--- src/sampleFormatPkg.sv ---
package sampleFormatPkg;

    //////////////////////////////////////////////////////////////////////
    // Datapath widths
    //////////////////////////////////////////////////////////////////////

    // Input samples, two's complement
    localparam int SampleWidth = 15;
    localparam int CoefWidth = 17;

    // Pre-add grows one bit, then times coefficient
    localparam int ProductWidth = 33;

    // One guard bit over a single product
    localparam int AccWidth = 34;
    localparam int OutWidth = 14;

    //////////////////////////////////////////////////////////////////////
    // Rounding and saturation
    //////////////////////////////////////////////////////////////////////

    // LSBs dropped on the way to the output
    localparam int RoundShift = 17;

    // Half an output LSB, and one less for negative sums
    localparam logic signed [AccWidth-1:0] RoundHalf = 1 <<< (RoundShift - 1);
    localparam logic signed [AccWidth-1:0] RoundHalfNeg = RoundHalf - 1;

    // Output sign bit position inside the accumulator
    localparam int SatGuardLsb = RoundShift + OutWidth - 1;

    // Saturation limits
    localparam logic signed [OutWidth-1:0] OutMax = 14'h1FFF;
    localparam logic signed [OutWidth-1:0] OutMin = 14'h2000;

endpackage

--- src/channelInterleaver.sv ---
`timescale 1ns/10ps

module channelInterleaver
(
    input  logic                                        Clk,
    input  logic                                        Reset,
    input  logic signed [sampleFormatPkg::SampleWidth-1:0] DataIn0,
    input  logic signed [sampleFormatPkg::SampleWidth-1:0] DataIn1,
    input  logic                                        Index,
    output logic signed [sampleFormatPkg::SampleWidth-1:0] Sample,
    output logic                                        SampleChannel,
    output logic                                        KeepPhase
);

    // Decimation phase, low means drop
    logic phase;

    //////////////////////////////////////////////////////////////////////
    // Channel select and tag
    //////////////////////////////////////////////////////////////////////

    always_ff @(posedge Clk or posedge Reset)
    begin
        if (Reset)
        begin
            Sample        <= '0;
            SampleChannel <= 1'b0;
            KeepPhase     <= 1'b0;
        end
        else
        begin
            // Index high picks channel 0
            Sample        <= Index ? DataIn0 : DataIn1;
            SampleChannel <= ~Index;
            // Phase as seen before this edge, same for both halves of a pair
            KeepPhase     <= phase;
        end
    end

    // Flip after every channel 1 sample, so every second pair is kept
    always_ff @(posedge Clk or posedge Reset)
    begin
        if (Reset)
            phase <= 1'b0;
        else if (!Index)
            phase <= ~phase;
    end

endmodule

--- config.mk ---
export PLATFORM = sky130hd
export DESIGN_NAME = channelInterleaver
export DESIGN_NICKNAME = d
export VERILOG_FILES = /design/src/sampleFormatPkg.sv /design/src/channelInterleaver.sv
export SDC_FILE = /design/constraint.sdc
export NUM_CORES = 1
export LEC_CHECK = 0
export ABC_AREA = 1
export BUFFER_PORTS_ARGS = -buffer_cell sky130_fd_sc_hd__buf_2
export CORE_MARGIN = 10
export CORE_UTILIZATION = 28
export DETAILED_ROUTE_END_ITERATION = 10
export SLEW_MARGIN = 20
export SYNTH_ARGS = -nofsm -noshare
export SYNTH_HDL_FRONTEND = slang
export SYNTH_SLANG_ARGS = --single-unit
--- constraint.sdc ---
create_clock -name Clk -period 1.8 [get_ports Clk]
set_clock_uncertainty 0.05 [all_clocks]
set_input_delay 0.27 -clock Clk [delete_from_list [all_inputs] [get_ports Clk]]
set_output_delay 0.27 -clock Clk [all_outputs]
set_load 0.02 [all_outputs]
==> results.md <==
Outcome:
- The flow ran to the end, and the final reports show no timing, DRC or antenna violations.

Detailed routing:
- The overall via count from detail_route is 619.
- The first detailed-routing pass took 4 iterations.
- The final antenna-violating net count is 0.
- In the routed layout, each cell is associated on average with a via count of just over 4.
- The detailed router's first-iteration violation count is 27.
- The remaining routing DRC violations is 0.
- The final wirelength is around 2000 um.
- The routed length per placed instance is 13.2 um.

Place:
- At the placement stage, the worst setup path has a slack of 0.797 ns.
- In this run the cell area measured after placement is 940 um^2.
- The final HPWL from detailed placement is 1620 um.
- Buffers placed on the I/O ports in this run total 49.
- The number of placed instances, taps included, is ~150.
- The congestion estimate from routability-driven global placement came to 0.755.

STA:
- The max-slew violation count is 0.
- The final cycle utilization of the critical path is 63.6%.
- Derived from the worst setup path, the maximum achievable clock frequency is between 800 and 900 MHz.
- The clock period could shrink to between 1 and 1.5 ns.
- The relative max-transition margin is roughly 56%.
- Setup repair after global routing left no endpoint under its margin.
- The least setup slack across all paths after layout is 0.655 ns.
- The tightest hold path in the finished design has a slack of roughly 0.0095 ns.
- After routing, the total negative slack on setup checks comes to 0 ns.
- The total count of hold-check failures in the final report came to 0.
- Setup violations remaining at the end of the flow were counted as 0.
- The slew at the pin with the worst max-slew slack is 0.652 ns.

Worst setup path:
- Along the worst path, the maximum fanout reaches 1.
- The number of buffers and inverters on the critical path is 1.
- The cell family contributing the most delay on the critical path is flip-flops.
- STA classifies the critical path startpoint as a flip-flop.
- The endpoint required time on the critical path is between 1 and 1.5 ns.
- The path type of the worst setup path is reg -> out.
- Walking the worst path, the cells encountered are buf_2.
- The slowest stage of the critical path belongs to the cell dfrtp_1.
- The endpoint class of the critical path is a primary output.
- At the worst endpoint, the arrival time is 0.82 ns.
- The delay of the slowest cell on the worst path is 0.38 ns.

Logic synthesis:
- Summed over its instances, the top area cell type makes up between 60 and 70% of the synthesized netlist area.
- The total nets after synthesis is 105.
- The library cell occupying the most area in the post-synthesis netlist is dfrtp_1.
- The netlist area before placement is 697 um^2.
- After technology mapping, the gate count stands at 72.
- Sequential cells were found to cover 64.6% of the synthesized design area.
- The count of synthesis-stage warnings from yosys is 0.
- Each instance of the synthesized netlist takes up on average 9.68 um^2.
- The register bit count reported by yosys is 18.
- The netlist uses 8 different library cells.
- Ranked by total cell area, the synthesized netlist is headed by dfrtp_1 65%, nand2_1 24%, nand2_2 2.7%, buf_8 2.2%, clkbuf_8 2.0%.

Power:
- The analysis attributes to net switching a power of 0.219 mW.
- The worst-case IR drop observed on VDD is 339 uV.
- The internal portion of total power is 0.575 mW.
- The total design power is 0.793 mW.
- Of the total power, combinational logic draws between 20% and 30%.
- The total power per unit cell area is 825 nW/um^2.
- The portion of total power attributed to sequential cells is 56.3%.
- Per report_power, the clock group accounts for around a quarter of the total.
- The analysis attributes to cell leakage a power of 0.583 nW.
- Net switching is 27.6% of the power.

Clock tree:
- The number of buffers added for setup after CTS is 0.
- Clock tree synthesis selected as its root buffer the cell clkbuf_4.
- The total number of clock tree sinks is 18.
- After clock tree synthesis, the clock-pin slew on the worst setup and hold paths is 0.09 ns.
- The maximum buffer depth of the clock tree is 2.
- The post-cts hold buffer count is 0.
- The clock reaches the later pin of the worst-skew pair after ~0.28 ns.
- The CTS tree is yes.
- In this run the number of H-tree levels came out at 1.
- The post-cts sizing count is 0.
- Buffers inserted during clock tree synthesis total 3.

Global routing:
- The pin count of the biggest net entering global routing is 19.
- The overall track demand over capacity in global routing is 7.89%.
- The total overflow left after global routing is 0.
- The first-pass GRT wire length is 3020 um.
- The number of global-route vias before repair is approximately 660.
- The number of antenna violations at the first check in global routing is 0.

Layout:
- In the layout the commonest cells are 49 x buf_2, 45 x nand2_1, 18 x dfrtp_1.
- Of the cells placed in the final design, the portion with a size suffix greater than 1 is between 40% and 50%.
- Cells fill 39.6% of the core in the end.
- The final non-filler cell total is 151.
- The post-route cell area is 962 um^2.
- The most common cell after layout, fill and taps aside is buf_2.
- The antenna cell count is 0.
- The final layout net count is about 160.
- The layout overhead on the synthesized area is 38.1%.

Floorplanning:
- The total core area is 2430 um^2.
- The vertical die dimension is between 60 and 70 um.
- The die covers slightly below 5000 um^2.
- The die width is 69.9 um.
- The number of cell rows is 18.
- The starting density of the core is 28.7%.
- The number of ports placed on the die boundary is 50.

Run:
- The count of maximum capacitance violations is 0.

Hold path:
- The worst min-delay path category is in -> async.
[layer usage]
| metal | global-route usage, % | vias to the layer above | wire length (um) |
|---|---|---|---|
| li1 | - | 311 | - |
| met1 | 8.75 | 271 | 853 |
| met2 | 11.2 | 35 | 871 |
| met3 | 4.52 | 2 | 254 |
| met4 | 5.26 | 0 | 17 |
| met5 | 0 | - | 0 |
[Yosys cell counts]
cell	instances
buf_6	1
clkbuf_8	1
buf_8	1
nand2_1	45
inv_8	1
nand2_2	3
dfrtp_1	18
inv_1	2
[area by class of cell]
| class | instances | area [um^2] |
|---|---|---|
| clock buffer | 3 | 22.5 |
| fill | 250 | 1470 |
| multi-input combinational | 48 | 188 |
| inverter | 3 | 18.8 |
| timing repair buffer | 49 | 245 |
| tap | 30 | 37.5 |
| sequential | 18 | 450 |
[power by group through the flow]
stage          Sequential [mW]  Clock (mW)  Combinational (mW)
6_report                 0.447       0.188               0.159
3_3_place_gp             0.454           0               0.161
2_1_floorplan            0.495           0              0.0524
4_1_cts                  0.447       0.198               0.163
3_5_place_dp             0.455           0               0.162
5_1_grt                  0.450       0.210               0.175
[registers in the layout (all words and copies together), names as in the netlist]
register	count
phase	1
SampleChannel	1
Sample	15
KeepPhase	1
[final timing paths]
check,endpoint,slack [ns],from,cells past startpoint
min in group Clk,Sample[14]$_DFF_PP0_,0.12,DataIn1[14],3
hold reg to reg,KeepPhase$_DFF_PP0_,0.37,phase$_DFFE_PP0N_,0
hold / removal,Sample[8]$_DFF_PP0_,0.01,Reset,2
max in group asynchronous,KeepPhase$_DFF_PP0_,1.27,Reset,2
setup reg to reg,phase$_DFFE_PP0N_,1.13,phase$_DFFE_PP0N_,2
setup / recovery,Sample[14],0.66,Sample[14]$_DFF_PP0_,1
[cells by family (layout without fill, tap and decap cells)]
logic type,count (synthesis),count (layout),synth area share (%)
buf+inv,6,55,8.44
simple gates,48,48,26.9
flops,18,18,64.6
No activity file was read; power rests on OpenSTA's default activity.
