`config.mk`:
```
export PLATFORM = sky130hd
export DESIGN_NAME = roundSaturate
export DESIGN_NICKNAME = d
export VERILOG_FILES = /design/src/sampleFormatPkg.sv /design/src/roundSaturate.sv
export SDC_FILE = /design/constraint.sdc
export NUM_CORES = 1
export LEC_CHECK = 0
export BUFFER_PORTS_ARGS = -buffer_cell sky130_fd_sc_hd__buf_2
export CAP_MARGIN = 20
export CORE_ASPECT_RATIO = 1.5
export CORE_MARGIN = 2
export CORE_UTILIZATION = 29
export DETAILED_ROUTE_END_ITERATION = 12
export PLACE_DENSITY = 0.66
export SLEW_MARGIN = 20
export SYNTH_ARGS = -nofsm -noshare
export SYNTH_HDL_FRONTEND = slang
export SYNTH_SLANG_ARGS = --single-unit
```
`constraint.sdc`:
```
create_clock -name Clk -period 0.89 [get_ports Clk]
set_clock_uncertainty 0.15 [all_clocks]
set_input_delay 0.089 -clock Clk [delete_from_list [all_inputs] [get_ports Clk]]
set_output_delay 0.089 -clock Clk [all_outputs]
set_load 0.005 [all_outputs]
```
`src/sampleFormatPkg.sv`:
```
package sampleFormatPkg;

    //////////////////////////////////////////////////////////////////////
    // Datapath widths
    //////////////////////////////////////////////////////////////////////

    // Input samples, two's complement
    localparam int SampleWidth = 15;
    localparam int CoefWidth = 17;

    // Pre-add grows one bit, then times coefficient
    localparam int ProductWidth = 33;

    // One guard bit over a single product
    localparam int AccWidth = 34;
    localparam int OutWidth = 14;

    //////////////////////////////////////////////////////////////////////
    // Rounding and saturation
    //////////////////////////////////////////////////////////////////////

    // LSBs dropped on the way to the output
    localparam int RoundShift = 17;

    // Half an output LSB, and one less for negative sums
    localparam logic signed [AccWidth-1:0] RoundHalf = 1 <<< (RoundShift - 1);
    localparam logic signed [AccWidth-1:0] RoundHalfNeg = RoundHalf - 1;

    // Output sign bit position inside the accumulator
    localparam int SatGuardLsb = RoundShift + OutWidth - 1;

    // Saturation limits
    localparam logic signed [OutWidth-1:0] OutMax = 14'h1FFF;
    localparam logic signed [OutWidth-1:0] OutMin = 14'h2000;

endpackage

```
`src/roundSaturate.sv`:
```
`timescale 1ns/10ps

module roundSaturate
#(
    parameter int NumChannels = 2
)
(
    input  logic                                     Clk,
    input  logic                                     Reset,
    input  logic signed [sampleFormatPkg::AccWidth-1:0] SumValue,
    input  logic                                     SumChannel,
    input  logic                                     SumKeep,
    output logic signed [sampleFormatPkg::OutWidth-1:0] DataOut0,
    output logic signed [sampleFormatPkg::OutWidth-1:0] DataOut1,
    output logic                                     Overflow0,
    output logic                                     Overflow1,
    output logic                                     OutValid0,
    output logic                                     OutValid1
);

    localparam int AccWidth = sampleFormatPkg::AccWidth;
    localparam int GuardLsb = sampleFormatPkg::SatGuardLsb;

    logic signed [AccWidth-1:0]                  rounded;
    // Sign bit of output plus bits above it
    logic [AccWidth-GuardLsb-1:0]                guardBits;
    logic                                        overflow;
    logic signed [sampleFormatPkg::OutWidth-1:0] satValue;
    logic signed [sampleFormatPkg::OutWidth-1:0] dataReg [NumChannels];
    logic [NumChannels-1:0]                      overflowReg;
    logic [NumChannels-1:0]                      validReg;

    //////////////////////////////////////////////////////////////////////
    // Rounding and saturation
    //////////////////////////////////////////////////////////////////////

    always_comb
    begin
        // Symmetric rounding, ties go away from zero
        if (SumValue[AccWidth-1])
            rounded = SumValue + sampleFormatPkg::RoundHalfNeg;
        else
            rounded = SumValue + sampleFormatPkg::RoundHalf;
        guardBits = rounded[AccWidth-1:GuardLsb];
        // Fits only if all guard bits agree
        overflow = (guardBits != '0) && (guardBits != '1);
        if (!overflow)
            satValue = rounded[GuardLsb:sampleFormatPkg::RoundShift];
        else if (!rounded[AccWidth-1])
            satValue = sampleFormatPkg::OutMax;
        else
            satValue = sampleFormatPkg::OutMin;
    end

    // Only the tagged channel moves, the other holds
    always_ff @(posedge Clk or posedge Reset)
    begin
        if (Reset)
        begin
            for (int ch = 0; ch < NumChannels; ch++)
            begin
                dataReg[ch] <= '0;
            end
            overflowReg <= '0;
            validReg    <= '0;
        end
        else
        begin
            for (int ch = 0; ch < NumChannels; ch++)
            begin
                validReg[ch] <= SumKeep && (int'(SumChannel) == ch);
                if (SumKeep && (int'(SumChannel) == ch))
                begin
                    dataReg[ch]     <= satValue;
                    overflowReg[ch] <= overflow;
                end
            end
        end
    end

    // Per-channel ports
    assign DataOut0  = dataReg[0];
    assign DataOut1  = dataReg[1];
    assign Overflow0 = overflowReg[0];
    assign Overflow1 = overflowReg[1];
    assign OutValid0 = validReg[0];
    assign OutValid1 = validReg[1];

endmodule

```
==> metrics list, run 1 <==
- Mean routed wirelength per cell: 13.8 um
- The clock network burns 25.1% of the power.
- Number of standard cells after synthesis: 207
- After clock tree synthesis, the clock-pin slew on the worst setup and hold paths is 0.06 ns.
* Total wire length: 5740 um
* Via count of the first global-routing pass: 1,986
* Number of routed nets with antenna violations: 0
- Highest attainable clock frequency: 535 MHz
- The most used flip-flop cell after synthesis is sky130_fd_sc_hd__dfrtp_1.
* Setup repair after global routing missed its margin: yes
* Finish-stage setup viols: 62
- In this run switching power makes up 29.4% of total power.
* Diode count: 0
* Cell at the root of the clock tree: sky130_fd_sc_hd__clkbuf_8
- The path class of the tightest hold or removal check is primary input to flip-flop.
- Global routing used 15.6% of the available tracks.
- Core region area: 6440 um^2
- At the placement stage, the worst setup path has a slack of -1.24 ns.
* Syn Nets: 246
* Worst setup path category: primary input to flip-flop
* Number of DRC violations after detailed-routing iteration 0: 103
- The share of total power dissipated in sequential elements is 43.3%.
- Area fraction in compound gates after synthesis: 23.8%
* Arr. time, crit path: 1.89 ns
- After detailed routing, the number of vias per cell comes to 4.90.
- Pins Over Slew Limit: 0
- In this run the horizontal extent of the chip is 70.3 um.
* Synth async-reset ratio: 100%
* P_leak: 1.49 nW
- Yosys warning count: 0
- Synth-to-layout area growth: 69.1%
- The first global-routing pass estimated 9050 um of wire.
- Setup slack after layout: -0.979 ns
* Fill cell total of the finished layout: 610
* TritonCTS clock tree: done
- Number of enable-type register cells in the synthesized netlist: 0
- STA puts the critical path data required time at 0.91 ns.
- The cell that appears most often on the critical path is sky130_fd_sc_hd__buf_6.
- After floorplanning, the core was divided into 36 placement rows.
- Final sum of negative setup slack: -32.46 ns
- Total clock buffers created by CTS: 5
- Dividing the final minimum period by the clock period gives 210%.
- Final Total Pwr: 4.15 mW
* Fraction of synthesized area in multiplexers: 0.524%
- Boundary pin count: 70
- Power spread over the standard cell area amounts to 1280 nW/um^2.
- In this run the biggest area consumer among cell types represents 41.9% of the synthesized area.
* Vias: 2,038
- The number of antenna violations at the first check in global routing is 0.
- Total of buffers placed on input and output ports: 69
- After detailed routing, the number of remaining DRC violations is 0.
- Crit start category: primary input
- CTS built an H-tree with a depth of 2.
* Post-synthesis xor/xnor area fraction: 7.27%
- Each instance of the synthesized netlist takes up on average 9.22 um^2.
- Number of distinct standard cells referenced by the synthesized netlist: 38
- Counting flops and latches in the post-synthesis netlist gives 32.
- Global route total overflow: 0
- The slowest stage of the critical path belongs to the cell sky130_fd_sc_hd__nor4_2.
- After layout, the minimum clock period comes to 1.87 ns.
* Final layout net count: 379
- Entering global routing, the biggest net connects 33 pins.
- Vertical extent of the die: 103 um
- The flow ran to the end, but the final reports show violations.
- Broken down by cell family, the worst path's largest delay share belongs to buffers and inverters.
* Crit Path Max Fanout: 8
- After synthesis, the cell types taking the most area are sky130_fd_sc_hd__dfrtp_1 (42%), sky130_fd_sc_hd__nand2_1 (12%), sky130_fd_sc_hd__o211ai_1 (10%).
* Kind of end point of the critical path: flip-flop
* Max transition margin: 67.7%
- Max_cap viols: 0
- Number of buffers between clock root and the deepest sink: 2
* Worst-path cell chain: buf_6 > nor4_2 > and4_1 > buf_12 > a2111oi_4 > xor2_2 > buf_4 > o311ai_4 > buf_6 > o211ai_1
* Net load switching power: 1.22 mW
- Internal: 2.93 mW
- Clock sink count: 32
- Cell Area, Synth: 1910 um^2
* Final hold viol count: 0
* Synthesized-area fraction occupied by adder cells: 0.655%
- For this run, the register share of the synthesized area comes to 41.9%.
- After legalization and detailed placement, the total HPWL measured 4320 um.
- The share of total power dissipated in combinational logic is 31.7%.
- At the later pin of the worst-skew pair, clock insertion delay measures 0.29 ns.
- The first TritonRoute pass finished after 4 iterations.
- Top-count cell post-synth: sky130_fd_sc_hd__nand2_1
- Slew @ Worst Pin: 0.473 ns
- The commonest cells after synthesis are sky130_fd_sc_hd__nand2_1 (60), sky130_fd_sc_hd__dfrtp_1 (32), sky130_fd_sc_hd__o211ai_1 (26).
- Full die area: 7260 um^2
- Last weighted congestion value of the routability-driven placer: 0.813
* Effective utilization at floorplan: 29.6%
- Top cell type by total area after synthesis: sky130_fd_sc_hd__dfrtp_1
- Simple-gate area share of the yosys netlist: 20.7%
- The final reports fail on negative setup slack.
- CP Buf/Inv Count: 4
- Longest individual stage delay on the worst path: 0.28 ns
* Fraction of layout cells with a size suffix above 1: 50.3%
* Worst vdd ir: 0.000559 V
- After synthesis, the largest family of logic cells by area is compound AO/OA/AOI/OAI gates.
-- registers in the layout, summed over array words and instances, names as in the netlist --
signal and flops:
overflowReg 2, DataOut1 14, DataOut0 14, validReg 2
-- final timing paths --
path	endpoint	cells past startpoint	start	slack, ns
setup / recovery	DataOut1[2]	10	SumValue[4]	-0.98
setup reg to reg	DataOut0[6]	3	DataOut0[6]	-0.05
hold reg to reg	DataOut1[11]	2	DataOut1[11]	0.36
hold / removal	DataOut0[3]	5	SumValue[20]	0.07
max in group asynchronous	DataOut0[11]	4	Reset	0.20
min in group asynchronous	DataOut0[3]	4	Reset	0.22
-- timing repair --
action | 4_1_cts | 5_1_grt
pin swaps | 2 | 10
hold buffers | 1 | 0
setup buffers | 9 | 14
endpoints found under the setup margin | 62 | 62
resized for setup | 25 | 17
cloned | 1 | 1
hold endpoints to repair | 32 | 0
-- layout by cell type (no fill, tap or decap), drive strengths merged, types with 4 or more instances in the layout --
cell type and count:
o211ai 26, a31oi 4, inv 5, a2111oi 6, clkbuf 6, xor2 12, nand3 6, nor4 4
dfrtp 32, nand2 61, a211oi 6, buf 138
-- layer usage --
metal | global-route usage (%) | wire, um
met1 | 16.7 | 2040
met2 | 29.5 | 3250
met3 | 2.62 | 274
met5 | 0 | 0
met4 | 7.69 | 180
-- power groups by stage --
| stage | Combinational [mW] | Clock, mW | Sequential [mW] |
|---|---|---|---|
| finish | 1.31 | 1.04 | 1.80 |
| global route | 1.46 | 1.11 | 1.82 |
| CTS | 1.18 | 1.04 | 1.80 |
| detailed placement | 1.04 | 0 | 1.83 |
| global placement | 1.01 | 0 | 1.82 |
| floorplan | 0.450 | 0 | 1.82 |
-- metrics by stage --
stage                     instance area [um^2]  utilization [%]  hold slack (ns)  cells
after CTS                                 3020             46.8           0.0846    401
final                                     3230             50.1           0.0741    416
after global placement                    2710             42.1          -0.0208    383
after detailed placement                  2710             42.1          -0.0155    383
after global routing                      3230             50.1           0.0964    416
after floorplan                           1980                -           -0.133    207
-- cell families after synthesis --
kind of cell | Yosys count
DFF | 32
AOI/OAI and AO/OA | 52
muxes | 1
buffers and inverters | 21
adders and majority gates | 1
and+or+nand+nor | 85
xor gates and xnor gates | 15
-- area by class of cell --
class / instances / area (um^2) / area share [%]
clock buffers: 6 / 72.6 / 2.25
inverters: 8 / 40.0 / 1.24
flip-flops and latches: 32 / 801 / 24.8
clock inverters: 1 / 5.00 / 0.155
multi-input cells: 154 / 1140 / 35.5
repair buffers: 139 / 1070 / 33.2
well taps: 76 / 95.1 / 2.94
-- tightest hold or removal path: cells and delay by family --
family	cells	cell delay, ns
buffers and inverters	2	0.17
AOI/OAI and AO/OA	1	0.08
xor gates and xnor gates	1	0.07
and+or+nand+nor	1	0.06
(Power assumes the default switching activity.)
==> run 2: changes to the inputs <==
--- a/config.mk
+++ b/config.mk
@@ -5,13 +5,14 @@
 export SDC_FILE = /design/constraint.sdc
 export NUM_CORES = 1
 export LEC_CHECK = 0
-export BUFFER_PORTS_ARGS = -buffer_cell sky130_fd_sc_hd__buf_2
+export BUFFER_PORTS_ARGS = -buffer_cell sky130_fd_sc_hd__buf_4
 export CAP_MARGIN = 20
 export CORE_ASPECT_RATIO = 1.5
 export CORE_MARGIN = 2
-export CORE_UTILIZATION = 29
+export CORE_UTILIZATION = 44
 export DETAILED_ROUTE_END_ITERATION = 12
-export PLACE_DENSITY = 0.66
+export GPL_ROUTABILITY_DRIVEN = 0
+export PLACE_DENSITY = 0.87
 export SLEW_MARGIN = 20
 export SYNTH_ARGS = -nofsm -noshare
 export SYNTH_HDL_FRONTEND = slang
==> run 2 against run 1 <==
  * The run still ends with negative setup slack left
  * Critical path depth fell by 2
  * Wire length rose by 14%
  * Count of clock-buffer cells in the layout did not move
  * Via count rose by 6.5%
  * Global-route usage rose by 9.7 points
  * Register-to-register slack got worse by 0.06 ns
  * Sequential share of layout area fell by 1.3 points
  * Hold slack improved by 0.0069 ns
  * Power rose by 9.4%
  * Sequential cell count did not move
  * First-iteration DRC count rose by 8.7%
  * Maximum frequency barely moved
==> metrics list, run 2 (same netlist as run 1, synthesis figures left out) <==
* P_leak: 1.55 nW (+4.2%)
- The number of hold violations in the final report was 0 (unchanged).
- Worst path most repeated cell: sky130_fd_sc_hd__buf_4
* Diode count: 0 (unchanged)
* Clock network power share: 23.4% (-1.7 points)
* Worst hold start: SumValue[20]
- The worst hold path stage count came to 5 (unchanged).
- Boundary pin count: 70 (unchanged)
- The required time of the critical path is 0.90 ns (about the same).
- Finish-stage setup viols: 62 (unchanged)
- In the layout the commonest cells are sky130_fd_sc_hd__buf_4 (84), sky130_fd_sc_hd__nand2_1 (60), sky130_fd_sc_hd__buf_6 (46).
* Top cell family by delay on the critical path: simple AND/OR/NAND/NOR gates
- The detailed placer's ending HPWL was 4380 um (+1.4%).
* Total clock buffers created by CTS: 5 (unchanged)
- TritonCTS built the clock tree.
- The worst-case vdd ir drop is 0.00119 V (+110%).
* Sequential group share of total power: 40.7% (-2.6 points)
- The largest fanout on the critical path is 6 (-2).
- Setup slack after layout: -0.980 ns (-0.000570 ns)
- Hold WS: 0.0811 ns (+0.00694 ns)
- The area of the die was 4890 um^2 (-33%).
- The mean routed wirelength per cell is 17.1 um (+24%).
- Die outline width: 57.8 um (-18%)
- The count of nets left with antenna violations after detail routing came to 0 (unchanged).
- Vertical extent of the die: 84.7 um (-18%)
- The final cell utilization of the core was 81.0% (+31 points).
- The worst setup path is captured at a flip-flop.
* Final period utilization: 210% (about the same)
- Worst setup path category: primary input to flip-flop
- Worst hold path class: primary input to flip-flop
- Worst Hold Path EP: DataOut0[3]
* Fraction of layout cells with a size suffix above 1: 50.4% (+0.15 points)
- Pins Over Slew Limit: 0 (unchanged)
- Clk slew on worst S/H paths: 0.07 ns (about the same)
* Number of DRC violations after detailed-routing iteration 0: 112 (+8.7%)
* Net load switching power: 1.35 mW (+10%)
- The worst setup path is launched from a primary input.
* Power density normalized to cell area: 1330 nW/um^2 (+3.7%)
- Failing checks: negative setup slack
* DRC violation count after routing: 0 (unchanged)
- Slowest stage cell on the critical path: sky130_fd_sc_hd__o311ai_4
- The number of nets in the finished design is 376 (-0.79%).
- Outcome: finished, violations left
* Number of buffers between clock root and the deepest sink: 2 (unchanged)
- Most frequent standard cell in the layout excluding fill and tap cells: sky130_fd_sc_hd__buf_4
- Startpoint of the lowest-slack register-to-register path: overflowReg[0]
- In this run the critical register-to-register path is captured at overflowReg[0].
* Synth-to-layout area growth: 78.6%
- Traced cell by cell, the critical path runs through buf_4 > nor4_2 > and4_4 > a211oi_4 > xor2_4 > o311ai_4 > buf_4 > o211ai_1.
- Global route total overflow: 0 (unchanged)
- The total detailed-routing wirelength is 6560 um (+14%).
- The count of buffers inserted at the top-level ports was 69 (unchanged).
* Maximum number of pins on one net before global-route repair: 33 (unchanged)
- CP Buf/Inv Count: 2 (-2)
* GRT Util Overall: 25.3% (+9.7 points)
- Highest attainable clock frequency: 535 MHz (about the same)
- The starting density of the core came to 45.4% (+16 points).
- The power share of the combinational group is 35.9% (+4.2 points).
* Standard-cell rows: 29 (-19%)
- Post-place setup slack: -1.38 ns (-0.138 ns)
- CTS H-tree lvls: 2 (unchanged)
- The setup slack of the worst register-to-register path was -0.11 ns (-0.06 ns).
* Vias: 2,170 (+6.5%)
- Final worst path period need: 1.87 ns (+0.000570 ns)
* Clock sink count: 32 (unchanged)
- The internal portion of total power came to 3.19 mW (+9.0%).
- Core region area: 4210 um^2 (-35%)
* Setup repair after global routing missed its margin: yes
* Cell at the root of the clock tree: sky130_fd_sc_hd__clkbuf_8
- The largest stage delay on the critical path is 0.38 ns (+0.10 ns).
- Length of the first detailed-routing pass in iterations: 4 (unchanged)
* Worst-Skew Late Latency: 0.29 ns (about the same)
- The worst reg2reg path depth is 3 (unchanged).
* Max_cap viols: 0 (unchanged)
- Via count of the first global-routing pass: 2,093 (+5.4%)
* Fraction of power spent switching nets: 29.7% (+0.27 points)
- The transition time of the tightest slew-check pin was 0.485 ns (+0.0123 ns).
- Arr. time, crit path: 1.88 ns (about the same)
* Final cell count without fillers: 383 (-7.9%)
* Max transition margin: 66.8% (-0.84 points)
- The via density per instance came to 5.67 (+16%).
- The global-route wire length before repair was 9460 um (+4.6%).
* Antenna violations before repair: 0 (unchanged)
* Placed cell count: 352 (-8.1%)
==> run 2: cell count changes in the layout (fill, tap and decap cells not counted), sizes merged <==
cell,before,now
buf,138,135
==> run 2: what timing repair did <==
action	in CTS	in global routing
endpoints found under the setup margin	62	62
gates cloned	1	1
setup buffers	16	7
resized for setup	50	19
endpoints found under the hold margin	32	0
pin swaps	10	8
hold buffers	1	0
==> run 2: power groups by stage <==
| stage | logic (mW) | registers (mW) | clock network, mW |
|---|---|---|---|
| final | 1.63 | 1.85 | 1.06 |
| after global routing | 1.75 | 1.86 | 1.12 |
| after CTS | 1.51 | 1.84 | 1.05 |
| after detailed placement | 1.19 | 1.83 | 0 |
| after global placement | 1.15 | 1.82 | 0 |
| after floorplan | 0.450 | 1.82 | 0 |
==> run 2: how the worst max path moves through the flow <==
stage | to | slack (ns) | start | cells past startpoint
floorplan | DataOut0[9] | -1.0 | SumValue[8] | 8
global placement | DataOut0[5] | -1.18 | SumValue[6] | 9
detailed placement | DataOut0[6] | -1.38 | SumValue[4] | 9
CTS | DataOut0[6] | -0.96 | SumValue[1] | 8
global route | DataOut0[10] | -1.08 | SumValue[2] | 10
finish | DataOut0[4] | -0.98 | SumValue[6] | 8
==> run 2: layer usage <==
layer  GRT usage (%)  share of wire [%]  up-vias
met5               0                  0        -
met4            12.7                3.7        0
met3            3.54                5.0       23
met2            48.2                 57      117
met1            25.4                 34     1027
li1                -                  -     1003
==> run 2: per-stage QoR <==
step | setup TNS [ns] | power (mW) | cell area [um^2]
floorplan | -27.71 | 2.27 | 1980
global placement | -34.08 | 2.97 | 2840
detailed placement | -38.71 | 3.03 | 2840
CTS | -31.70 | 4.40 | 3240
global route | -35.72 | 4.73 | 3410
finish | -32.56 | 4.54 | 3410
==> run 2: tightest hold or removal path: stages <==
cell                       delay, ns
sky130_fd_sc_hd__buf_6          0.07
sky130_fd_sc_hd__buf_4          0.10
sky130_fd_sc_hd__xor2_1         0.08
sky130_fd_sc_hd__nand2_1        0.06
sky130_fd_sc_hd__o211ai_1       0.07
==> run 2: final cells by class <==
class | count | area (um^2)
repair buffers | 136 | 1260
clock inverters | 1 | 5.00
fillers | 243 | 800
flip-flops and latches | 32 | 801
clock buffers | 6 | 72.6
inverters | 8 | 40.0
well taps | 46 | 57.6
multi-input cells | 154 | 1170
